[config.mk]
export PLATFORM = sky130hd
export DESIGN_NAME = core
export DESIGN_NICKNAME = d
export VERILOG_FILES = /design/src/design/isa_pkg.sv /design/src/design/pipe_pkg.sv /design/src/design/dispatch.sv /design/src/design/exec_units.sv /design/src/design/rob.sv /design/src/design/arch_regs.sv /design/src/design/core.sv
export VERILOG_INCLUDE_DIRS = /design/src /design/src/design
export SDC_FILE = /design/constraint.sdc
export NUM_CORES = 2
export LEC_CHECK = 0
export BUFFER_PORTS_ARGS = -buffer_cell sky130_fd_sc_hd__buf_4
export CAP_MARGIN = 20
export CORE_ASPECT_RATIO = 0.8
export CORE_MARGIN = 5
export CORE_UTILIZATION = 60
export CTS_BUF_LIST = sky130_fd_sc_hd__clkbuf_16
export DETAILED_ROUTE_END_ITERATION = 6
export PLACE_DENSITY_LB_ADDON = 0.15
export SLEW_MARGIN = 0
export SYNTH_ARGS = -nofsm -noshare
export SYNTH_HDL_FRONTEND = slang
export SYNTH_SLANG_ARGS = --single-unit
[constraint.sdc]
create_clock -name clk -period 11.7 [get_ports clk]
set_input_delay 1.17 -clock clk [delete_from_list [all_inputs] [get_ports clk]]
set_output_delay 1.17 -clock clk [all_outputs]
set_load 0.005 [all_outputs]
[src/design/core_config.svh]
`ifndef CORE_CONFIG_SVH
`define CORE_CONFIG_SVH

// data word width
`define XLEN 32

// architectural registers, register zero reads as zero
`define NUM_REGS 32

// reorder buffer entries, must be a power of two
`define ROB_DEPTH 8

// multiplier latency in cycles
`define MUL_STAGES 3

`endif

[src/design/isa_pkg.sv]
`include "core_config.svh"

package isa_pkg;

	typedef logic [`XLEN-1:0] word_t;
	typedef logic [4:0] reg_idx_t;

	// codes 9 to 15 are undefined and decode as NOP
	typedef enum logic [3:0] {
		NOP  = 4'd0,
		ADD  = 4'd1,
		SUB  = 4'd2,
		AND  = 4'd3,
		OR   = 4'd4,
		XOR  = 4'd5,
		SLL  = 4'd6,
		ADDI = 4'd7,
		MUL  = 4'd8
	} op_t;

	// instruction field positions
	localparam int OPC_HI = 31;
	localparam int OPC_LO = 28;
	localparam int RD_HI  = 27;
	localparam int RD_LO  = 23;
	localparam int RS1_HI = 22;
	localparam int RS1_LO = 18;
	localparam int RS2_HI = 17;
	localparam int RS2_LO = 13;
	localparam int IMM_HI = 12;
	localparam int IMM_LO = 0;
	localparam int IMM_W  = IMM_HI - IMM_LO + 1;

endpackage

[src/design/pipe_pkg.sv]
`include "core_config.svh"

package pipe_pkg;

	localparam int ROB_TAG_W = $clog2(`ROB_DEPTH);

	// index of a reorder buffer entry
	typedef logic [ROB_TAG_W-1:0] rob_tag_t;

	// FREE  no instruction
	// WAIT  issued, result pending
	// DONE  result written, ready to retire
	typedef enum logic [1:0] {
		FREE = 2'd0,
		WAIT = 2'd1,
		DONE = 2'd2
	} rob_state_t;

endpackage

[src/design/dispatch.sv]
`include "core_config.svh"

module dispatch (
	input  logic               clk,
	input  logic               reset,
	input  logic               instr_valid,
	input  logic [`XLEN-1:0]   instr,
	input  isa_pkg::word_t     instr_pc,
	output logic               stall,
	output isa_pkg::reg_idx_t  rs1_idx,
	output isa_pkg::reg_idx_t  rs2_idx,
	input  isa_pkg::word_t     rs1_data,
	input  isa_pkg::word_t     rs2_data,
	output logic               alloc,
	output isa_pkg::word_t     alloc_pc,
	output isa_pkg::reg_idx_t  alloc_rd,
	output logic               alloc_we,
	input  pipe_pkg::rob_tag_t alloc_tag,
	input  logic               full,
	output logic               issue_valid,
	output isa_pkg::op_t       issue_op,
	output isa_pkg::word_t     issue_a,
	output isa_pkg::word_t     issue_b,
	output pipe_pkg::rob_tag_t issue_tag,
	input  logic               retire_valid,
	input  isa_pkg::reg_idx_t  retire_rd,
	input  logic               retire_we,
	input  pipe_pkg::rob_tag_t retire_tag
);

	logic [3:0]         opc;
	isa_pkg::op_t       op;
	isa_pkg::reg_idx_t  rd;
	isa_pkg::word_t     imm;
	logic               uses_rs1;
	logic               uses_rs2;
	logic               src_busy;
	logic [`NUM_REGS-1:0] busy;
	pipe_pkg::rob_tag_t last_tag [`NUM_REGS];

	// field decode
	assign opc     = instr[isa_pkg::OPC_HI:isa_pkg::OPC_LO];
	assign op      = (opc > isa_pkg::MUL) ? isa_pkg::NOP : isa_pkg::op_t'(opc);
	assign rd      = instr[isa_pkg::RD_HI:isa_pkg::RD_LO];
	assign rs1_idx = instr[isa_pkg::RS1_HI:isa_pkg::RS1_LO];
	assign rs2_idx = instr[isa_pkg::RS2_HI:isa_pkg::RS2_LO];
	assign imm     = {{(`XLEN - isa_pkg::IMM_W){instr[isa_pkg::IMM_HI]}},
		instr[isa_pkg::IMM_HI:isa_pkg::IMM_LO]};

	// only sources the opcode really reads can hold it back
	assign uses_rs1 = (op != isa_pkg::NOP);
	assign uses_rs2 = (op != isa_pkg::NOP) && (op != isa_pkg::ADDI);
	assign src_busy = (uses_rs1 && busy[rs1_idx]) || (uses_rs2 && busy[rs2_idx]);

	assign stall = full || src_busy;
	assign alloc = instr_valid && !stall;

	assign alloc_pc = instr_pc;
	assign alloc_rd = rd;
	assign alloc_we = (op != isa_pkg::NOP) && (rd != '0);

	// issue goes out in the accept cycle, operands straight from the regfile
	assign issue_valid = alloc;
	assign issue_op    = op;
	assign issue_a     = rs1_data;
	assign issue_b     = (op == isa_pkg::ADDI) ? imm : rs2_data;
	assign issue_tag   = alloc_tag;

	// scoreboard, a new writer wins over a same-cycle release
	always_ff @(posedge clk) begin
		if (reset) begin
			busy <= '0;
		end else begin
			if (retire_valid && retire_we && last_tag[retire_rd] == retire_tag)
				busy[retire_rd] <= 1'b0;
			if (alloc && alloc_we)
				busy[rd] <= 1'b1;
		end
	end

	always_ff @(posedge clk) begin
		if (alloc && alloc_we)
			last_tag[rd] <= alloc_tag;
	end

	// a retiring writer still holds its busy bit
	a_retire_was_busy: assert property (@(posedge clk) disable iff (reset)
		retire_valid && retire_we |-> busy[retire_rd]);

endmodule

[src/design/exec_units.sv]
`include "core_config.svh"

module exec_units (
	input  logic               clk,
	input  logic               reset,
	input  logic               issue_valid,
	input  isa_pkg::op_t       issue_op,
	input  isa_pkg::word_t     issue_a,
	input  isa_pkg::word_t     issue_b,
	input  pipe_pkg::rob_tag_t issue_tag,
	output logic               alu_done,
	output pipe_pkg::rob_tag_t alu_tag,
	output isa_pkg::word_t     alu_data,
	output logic               mul_done,
	output pipe_pkg::rob_tag_t mul_tag,
	output isa_pkg::word_t     mul_data
);

	logic               to_alu;
	logic               to_mul;
	isa_pkg::word_t     alu_res;
	logic               mul_v    [`MUL_STAGES];
	pipe_pkg::rob_tag_t mul_t    [`MUL_STAGES];
	isa_pkg::word_t     mul_prod [`MUL_STAGES];

	assign to_mul = issue_valid && (issue_op == isa_pkg::MUL);
	assign to_alu = issue_valid && (issue_op != isa_pkg::MUL);

	// nop and undefined codes give zero
	always_comb begin
		case (issue_op)
			isa_pkg::ADD,
			isa_pkg::ADDI: alu_res = issue_a + issue_b;
			isa_pkg::SUB:  alu_res = issue_a - issue_b;
			isa_pkg::AND:  alu_res = issue_a & issue_b;
			isa_pkg::OR:   alu_res = issue_a | issue_b;
			isa_pkg::XOR:  alu_res = issue_a ^ issue_b;
			isa_pkg::SLL:  alu_res = issue_a << issue_b[4:0];
			default:       alu_res = '0;
		endcase
	end

	always_ff @(posedge clk) begin
		if (reset)
			alu_done <= 1'b0;
		else
			alu_done <= to_alu;
	end

	always_ff @(posedge clk) begin
		if (to_alu) begin
			alu_tag  <= issue_tag;
			alu_data <= alu_res;
		end
	end

	// multiplier shift pipe, product formed on entry
	always_ff @(posedge clk) begin
		if (reset) begin
			for (int i = 0; i < `MUL_STAGES; i++)
				mul_v[i] <= 1'b0;
		end else begin
			mul_v[0] <= to_mul;
			for (int i = 1; i < `MUL_STAGES; i++)
				mul_v[i] <= mul_v[i-1];
		end
	end

	always_ff @(posedge clk) begin
		mul_t[0]    <= issue_tag;
		mul_prod[0] <= issue_a * issue_b;
		for (int i = 1; i < `MUL_STAGES; i++) begin
			mul_t[i]    <= mul_t[i-1];
			mul_prod[i] <= mul_prod[i-1];
		end
	end

	assign mul_done = mul_v[`MUL_STAGES-1];
	assign mul_tag  = mul_t[`MUL_STAGES-1];
	assign mul_data = mul_prod[`MUL_STAGES-1];

	// one tag is finished by one unit only
	a_one_unit: assert property (@(posedge clk) disable iff (reset)
		alu_done && mul_done |-> alu_tag != mul_tag);

endmodule

[src/design/rob.sv]
`include "core_config.svh"

module rob (
	input  logic               clk,
	input  logic               reset,
	input  logic               alloc,
	input  isa_pkg::word_t     alloc_pc,
	input  isa_pkg::reg_idx_t  alloc_rd,
	input  logic               alloc_we,
	output pipe_pkg::rob_tag_t alloc_tag,
	output logic               full,
	input  logic               alu_done,
	input  pipe_pkg::rob_tag_t alu_tag,
	input  isa_pkg::word_t     alu_data,
	input  logic               mul_done,
	input  pipe_pkg::rob_tag_t mul_tag,
	input  isa_pkg::word_t     mul_data,
	output logic               retire_valid,
	output pipe_pkg::rob_tag_t retire_tag,
	output isa_pkg::word_t     retire_pc,
	output isa_pkg::reg_idx_t  retire_rd,
	output logic               retire_we,
	output isa_pkg::word_t     retire_data
);

	pipe_pkg::rob_state_t state [`ROB_DEPTH];
	isa_pkg::word_t       e_pc   [`ROB_DEPTH];
	isa_pkg::reg_idx_t    e_rd   [`ROB_DEPTH];
	logic                 e_we   [`ROB_DEPTH];
	isa_pkg::word_t       e_data [`ROB_DEPTH];

	pipe_pkg::rob_tag_t head;
	pipe_pkg::rob_tag_t tail;
	logic [$clog2(`ROB_DEPTH):0] count;

	assign full      = (count == `ROB_DEPTH);
	assign alloc_tag = tail;

	// head retires as soon as its result is in
	assign retire_valid = (state[head] == pipe_pkg::DONE);
	assign retire_tag   = head;
	assign retire_pc    = e_pc[head];
	assign retire_rd    = e_rd[head];
	assign retire_we    = e_we[head];
	assign retire_data  = e_data[head];

	always_ff @(posedge clk) begin
		if (reset) begin
			for (int i = 0; i < `ROB_DEPTH; i++)
				state[i] <= pipe_pkg::FREE;
			head  <= '0;
			tail  <= '0;
			count <= '0;
		end else begin
			if (retire_valid) begin
				state[head] <= pipe_pkg::FREE;
				head        <= head + 1'b1;
			end
			if (alloc) begin
				state[tail] <= pipe_pkg::WAIT;
				tail        <= tail + 1'b1;
			end
			// both units may finish in one cycle, always on distinct entries
			if (alu_done)
				state[alu_tag] <= pipe_pkg::DONE;
			if (mul_done)
				state[mul_tag] <= pipe_pkg::DONE;
			case ({alloc, retire_valid})
				2'b10:   count <= count + 1'b1;
				2'b01:   count <= count - 1'b1;
				default: count <= count;
			endcase
		end
	end

	always_ff @(posedge clk) begin
		if (alloc) begin
			e_pc[tail] <= alloc_pc;
			e_rd[tail] <= alloc_rd;
			e_we[tail] <= alloc_we;
		end
		if (alu_done)
			e_data[alu_tag] <= alu_data;
		if (mul_done)
			e_data[mul_tag] <= mul_data;
	end

	a_alu_to_wait: assert property (@(posedge clk) disable iff (reset)
		alu_done |-> state[alu_tag] == pipe_pkg::WAIT);

	a_mul_to_wait: assert property (@(posedge clk) disable iff (reset)
		mul_done |-> state[mul_tag] == pipe_pkg::WAIT);

	// a done head must be a counted, allocated entry
	a_retire_done: assert property (@(posedge clk) disable iff (reset)
		retire_valid |-> count != 0);

endmodule

[src/design/arch_regs.sv]
`include "core_config.svh"

module arch_regs (
	input  logic              clk,
	input  logic              reset,
	input  isa_pkg::reg_idx_t rs1_idx,
	input  isa_pkg::reg_idx_t rs2_idx,
	output isa_pkg::word_t    rs1_data,
	output isa_pkg::word_t    rs2_data,
	input  logic              retire_valid,
	input  isa_pkg::reg_idx_t retire_rd,
	input  logic              retire_we,
	input  isa_pkg::word_t    retire_data
);

	isa_pkg::word_t regs [`NUM_REGS];

	// written only by retiring instructions, so always architectural state
	always_ff @(posedge clk) begin
		if (reset) begin
			for (int i = 0; i < `NUM_REGS; i++)
				regs[i] <= '0;
		end else if (retire_valid && retire_we && retire_rd != '0) begin
			regs[retire_rd] <= retire_data;
		end
	end

	// register zero is hardwired
	assign rs1_data = (rs1_idx == '0) ? '0 : regs[rs1_idx];
	assign rs2_data = (rs2_idx == '0) ? '0 : regs[rs2_idx];

endmodule

[src/design/core.sv]
`include "core_config.svh"

module core (
	input  logic              clk,
	input  logic              reset,
	input  logic              instr_valid,
	input  logic [`XLEN-1:0]  instr,
	input  isa_pkg::word_t    instr_pc,
	output logic              stall,
	output logic              retire_valid,
	output isa_pkg::word_t    retire_pc,
	output isa_pkg::reg_idx_t retire_rd,
	output logic              retire_we,
	output isa_pkg::word_t    retire_data
);

	isa_pkg::reg_idx_t  rs1_idx;
	isa_pkg::reg_idx_t  rs2_idx;
	isa_pkg::word_t     rs1_data;
	isa_pkg::word_t     rs2_data;
	logic               alloc;
	isa_pkg::word_t     alloc_pc;
	isa_pkg::reg_idx_t  alloc_rd;
	logic               alloc_we;
	pipe_pkg::rob_tag_t alloc_tag;
	logic               full;
	logic               issue_valid;
	isa_pkg::op_t       issue_op;
	isa_pkg::word_t     issue_a;
	isa_pkg::word_t     issue_b;
	pipe_pkg::rob_tag_t issue_tag;
	logic               alu_done;
	pipe_pkg::rob_tag_t alu_tag;
	isa_pkg::word_t     alu_data;
	logic               mul_done;
	pipe_pkg::rob_tag_t mul_tag;
	isa_pkg::word_t     mul_data;
	pipe_pkg::rob_tag_t retire_tag;

	dispatch u_dispatch (
		.clk, .reset,
		.instr_valid, .instr, .instr_pc, .stall,
		.rs1_idx, .rs2_idx, .rs1_data, .rs2_data,
		.alloc, .alloc_pc, .alloc_rd, .alloc_we, .alloc_tag, .full,
		.issue_valid, .issue_op, .issue_a, .issue_b, .issue_tag,
		.retire_valid, .retire_rd, .retire_we, .retire_tag
	);

	exec_units u_exec (
		.clk, .reset,
		.issue_valid, .issue_op, .issue_a, .issue_b, .issue_tag,
		.alu_done, .alu_tag, .alu_data,
		.mul_done, .mul_tag, .mul_data
	);

	rob u_rob (
		.clk, .reset,
		.alloc, .alloc_pc, .alloc_rd, .alloc_we, .alloc_tag, .full,
		.alu_done, .alu_tag, .alu_data,
		.mul_done, .mul_tag, .mul_data,
		.retire_valid, .retire_tag, .retire_pc, .retire_rd, .retire_we, .retire_data
	);

	arch_regs u_regs (
		.clk, .reset,
		.rs1_idx, .rs2_idx, .rs1_data, .rs2_data,
		.retire_valid, .retire_rd, .retire_we, .retire_data
	);

endmodule

==> impl_results.md <==
- DRT Pass-1 Iters: 7
- Worst EP required: 12.38 ns
- Max Root-Sink Buffers: 3
- Initial cell density of the core: about 60%
- Critical path capture point type: register
- Critical path startpoint category: primary input
- Rows: ~140
- Max transition margin: roughly a fifth
- Vias in the first global route: between 70000 and 80000
- Leading area contributor after synthesis: edfxtp_1
- Final Hold Fails: 0
- Total Die Area: ~190000 um2
- Worst Tran Pin Value: roughly 1.2 ns
- PnR Total Power: 28600 uW
- Number of synthesized flops with an enable pin: around 1700
- Cts bufs inserted: around 190
- Initial antenna violation count: 17
- Reg clk slew, reported paths: 0.08 ns
- RSZ-0062 raised after global routing: false
- DP HPWL: approximately 240000 um
- Fillers: between 10000 and 15000
- Most frequent cells in the layout: edfxtp_1 (1715), nor2_1 (1407), mux4_2 (635)
- Setup TNS: 0 ns
- Dominant cells by area after synthesis: edfxtp_1 (48%), mux4_2 (13%), fa_1 (7.6%)
- Global-route wire length before repair: 523000 um
- Worst path slowest cell: nor2b_4
- Flop and latch count out of synthesis: 1885
- Layout area overhead: 10.3%
- Worst hold path class: reg2reg
- Setup bufs post-CTS: 0
- Proportion of layout cells with a drive suffix above 1: 23.0%
- Vias post-DR: approximately 73000
- Slew Viols, Final: 0
- GRT Resource Usage Total: 38.3%
- Post-synth top area share: 47.8%
- Final number of setup-violating endpoints: 0
- Most common cell after layout, fill and taps aside: edfxtp_1
- Critical Path Max Stage Delay: just over 0.8 ns
- Peak VDD IR: 0.00131 V
- Die Wd: around 480 um
- Outcome: complete, but fails checks
- Root buffer selected by CTS: clkbuf_16
- IO Port Bufs: 138
- Avg WL per Cell: between 30 and 40 um
- Netlist cell types: 94
- Async S/R FF share, synth: 0%
- Total I/O pin count: approximately 140
- Clk sinks: 1885
- Min Tclk post-route: 10.19 ns
- Worst-skew pair later-pin latency: ~0.86 ns
- Crit-path max FO: 19
- GPL Wtd Cong: roughly 1
- Prevailing post-synth register cell: edfxtp_1
- CORE AREA: approximately 180000 um2
- Achievable Freq: just under 100 MHz
- Post-route ant nets: 0
- Yosys warns: 0
- Crit path DAT: between 10 and 15 ns
- Failing checks: DRC
- # Max-Cap Violations: 0
- Crit path kind: in2reg
- Worst Skew: about 0.068 ns
- Initial DRC count: between 10000 and 15000
- Final #Nets: 8873
- Grt total ovfl: 0
- CTS tree: built
- Die Y: between 300 and 400 um
- Leakage: approximately 0.046 uW
- Vias/cell: around 6.8
- Mapped Cells: 8072
- Post-CTS resize count: 0
- Syn avg cell area: roughly 13 um2
- Critical path's most frequent cell: xnor2_1
- Cell Area, Synth: 108000 um2
- Hold_buf cts: 0
- Register area share after synthesis: 51.0%
- Drt drc: 6
- Drt total wl: 362000 um
- Largest net degree at the start of global routing: 69
- Period utilization: 87.1%
- Pwr dens: ~240 nW/um2
- CTS H-tree depth: 4
==> metrics by stage <==
step	util (%)	hold slack, ns	cell area [um2]	setup WS [ns]	instances
after CTS	66.3	0.306	119000	1.69	10727
after global placement	62.9	0.310	113000	0.831	10380
after detailed placement	62.9	0.312	113000	0.845	10380
after floorplan	-	0.310	108000	1.71	8106
after global routing	66.3	0.323	119000	1.20	10742
final	66.4	0.316	119000	1.51	10752
==> power breakdown <==
group / internal, uW / leakage, uW / switching [uW]
combinational: 6020 / 0.0243 / 8390
clock: 3230 / 0.00314 / 2740
sequential: 7920 / 0.0184 / 351
==> state kept, by name (all words and copies together), names as in the netlist, 4 cells and up, named ones only <==
signal               count
u_dispatch.busy         32
u_dispatch.last_tag     96
u_exec.alu_data         32
u_exec.mul_prod         96
u_exec.mul_t             9
u_regs.regs           1024
u_rob.count              4
u_rob.e_data           256
u_rob.e_pc             256
u_rob.e_rd              40
u_rob.e_we               8
u_rob.state             16
==> area by class of cell <==
type,count,area (um2),share of cell area [%]
clock inverters,159,1360,1.15
diodes,25,62.6,0.0527
well taps,2397,3000,2.53
repair buffers,471,3780,3.18
clock buffers,188,4700,3.96
multi-input cells,5005,48600,40.9
inverters,622,2340,1.97
flip-flops and latches,1885,54900,46.2
==> cells by family (layout without fill, tap and decap cells) <==
logic type / Yosys count / count (layout) / synth area share (%)
AOI/OAI and AO/OA: 685 / 685 / 4.26
xor gates and xnor gates: 142 / 142 / 1.18
adders and majority gates: 635 / 635 / 10.2
buffers and inverters: 1216 / 1440 / 4.81
DFF: 1885 / 1885 / 51.0
muxes: 1335 / 1335 / 20.3
other: 1 / 60 / 0.00348
and+or+nand+nor: 2173 / 2173 / 8.25
==> worst paths after layout <==
kind	startpoint	endpoint	slack (ns)	depth (start not counted)
max	instr[15]	u_exec.mul_prod[0][31]$_DFF_P_	1.51	30
min	u_exec.mul_prod[0][49]$_DFF_P_	u_exec.mul_prod[0][81]$_DFF_P_	0.32	0
max reg2reg	u_regs.regs[28][6]$_SDFFCE_PN0P_	u_exec.mul_prod[0][31]$_DFF_P_	2.19	30
min reg2reg	u_exec.mul_prod[0][49]$_DFF_P_	u_exec.mul_prod[0][81]$_DFF_P_	0.32	0
==> synthesized netlist by cell type (38+ instances only) <==
| cell type | n |
|---|---|
| fa_1 | 410 |
| mux2i_1 | 344 |
| buf_2 | 63 |
| edfxtp_1 | 1715 |
| o221ai_1 | 55 |
| a221oi_1 | 41 |
| xnor2_1 | 117 |
| nand2b_1 | 58 |
| mux4_2 | 635 |
| nor2_1 | 1409 |
| mux2_2 | 347 |
| nand3_1 | 38 |
| a21oi_1 | 190 |
| clkbuf_1 | 392 |
| dfxtp_1 | 170 |
| o21ai_0 | 121 |
| ha_1 | 225 |
| nand2_1 | 474 |
| buf_1 | 62 |
| nor3_1 | 38 |
| inv_1 | 594 |
==> per-layer routing <==
layer  vias up  global-route usage (%)  part of all wire, %
met5         -                       0                0.022
met4         6                    19.7                  6.3
met3      1163                    11.3                   13
met2      5612                    56.4                   44
met1     37275                    52.4                   37
li1      29435                       -                    -
==> worst max-delay path: cells and delay by family <==
kind	cells	cell delay, ns
adders and majority gates	8	3.78
xor gates and xnor gates	11	2.01
and+or+nand+nor	3	1.42
AOI/OAI and AO/OA	3	1.24
buffers and inverters	5	1.15
Note: power is estimated with default switching activity, not from simulation.
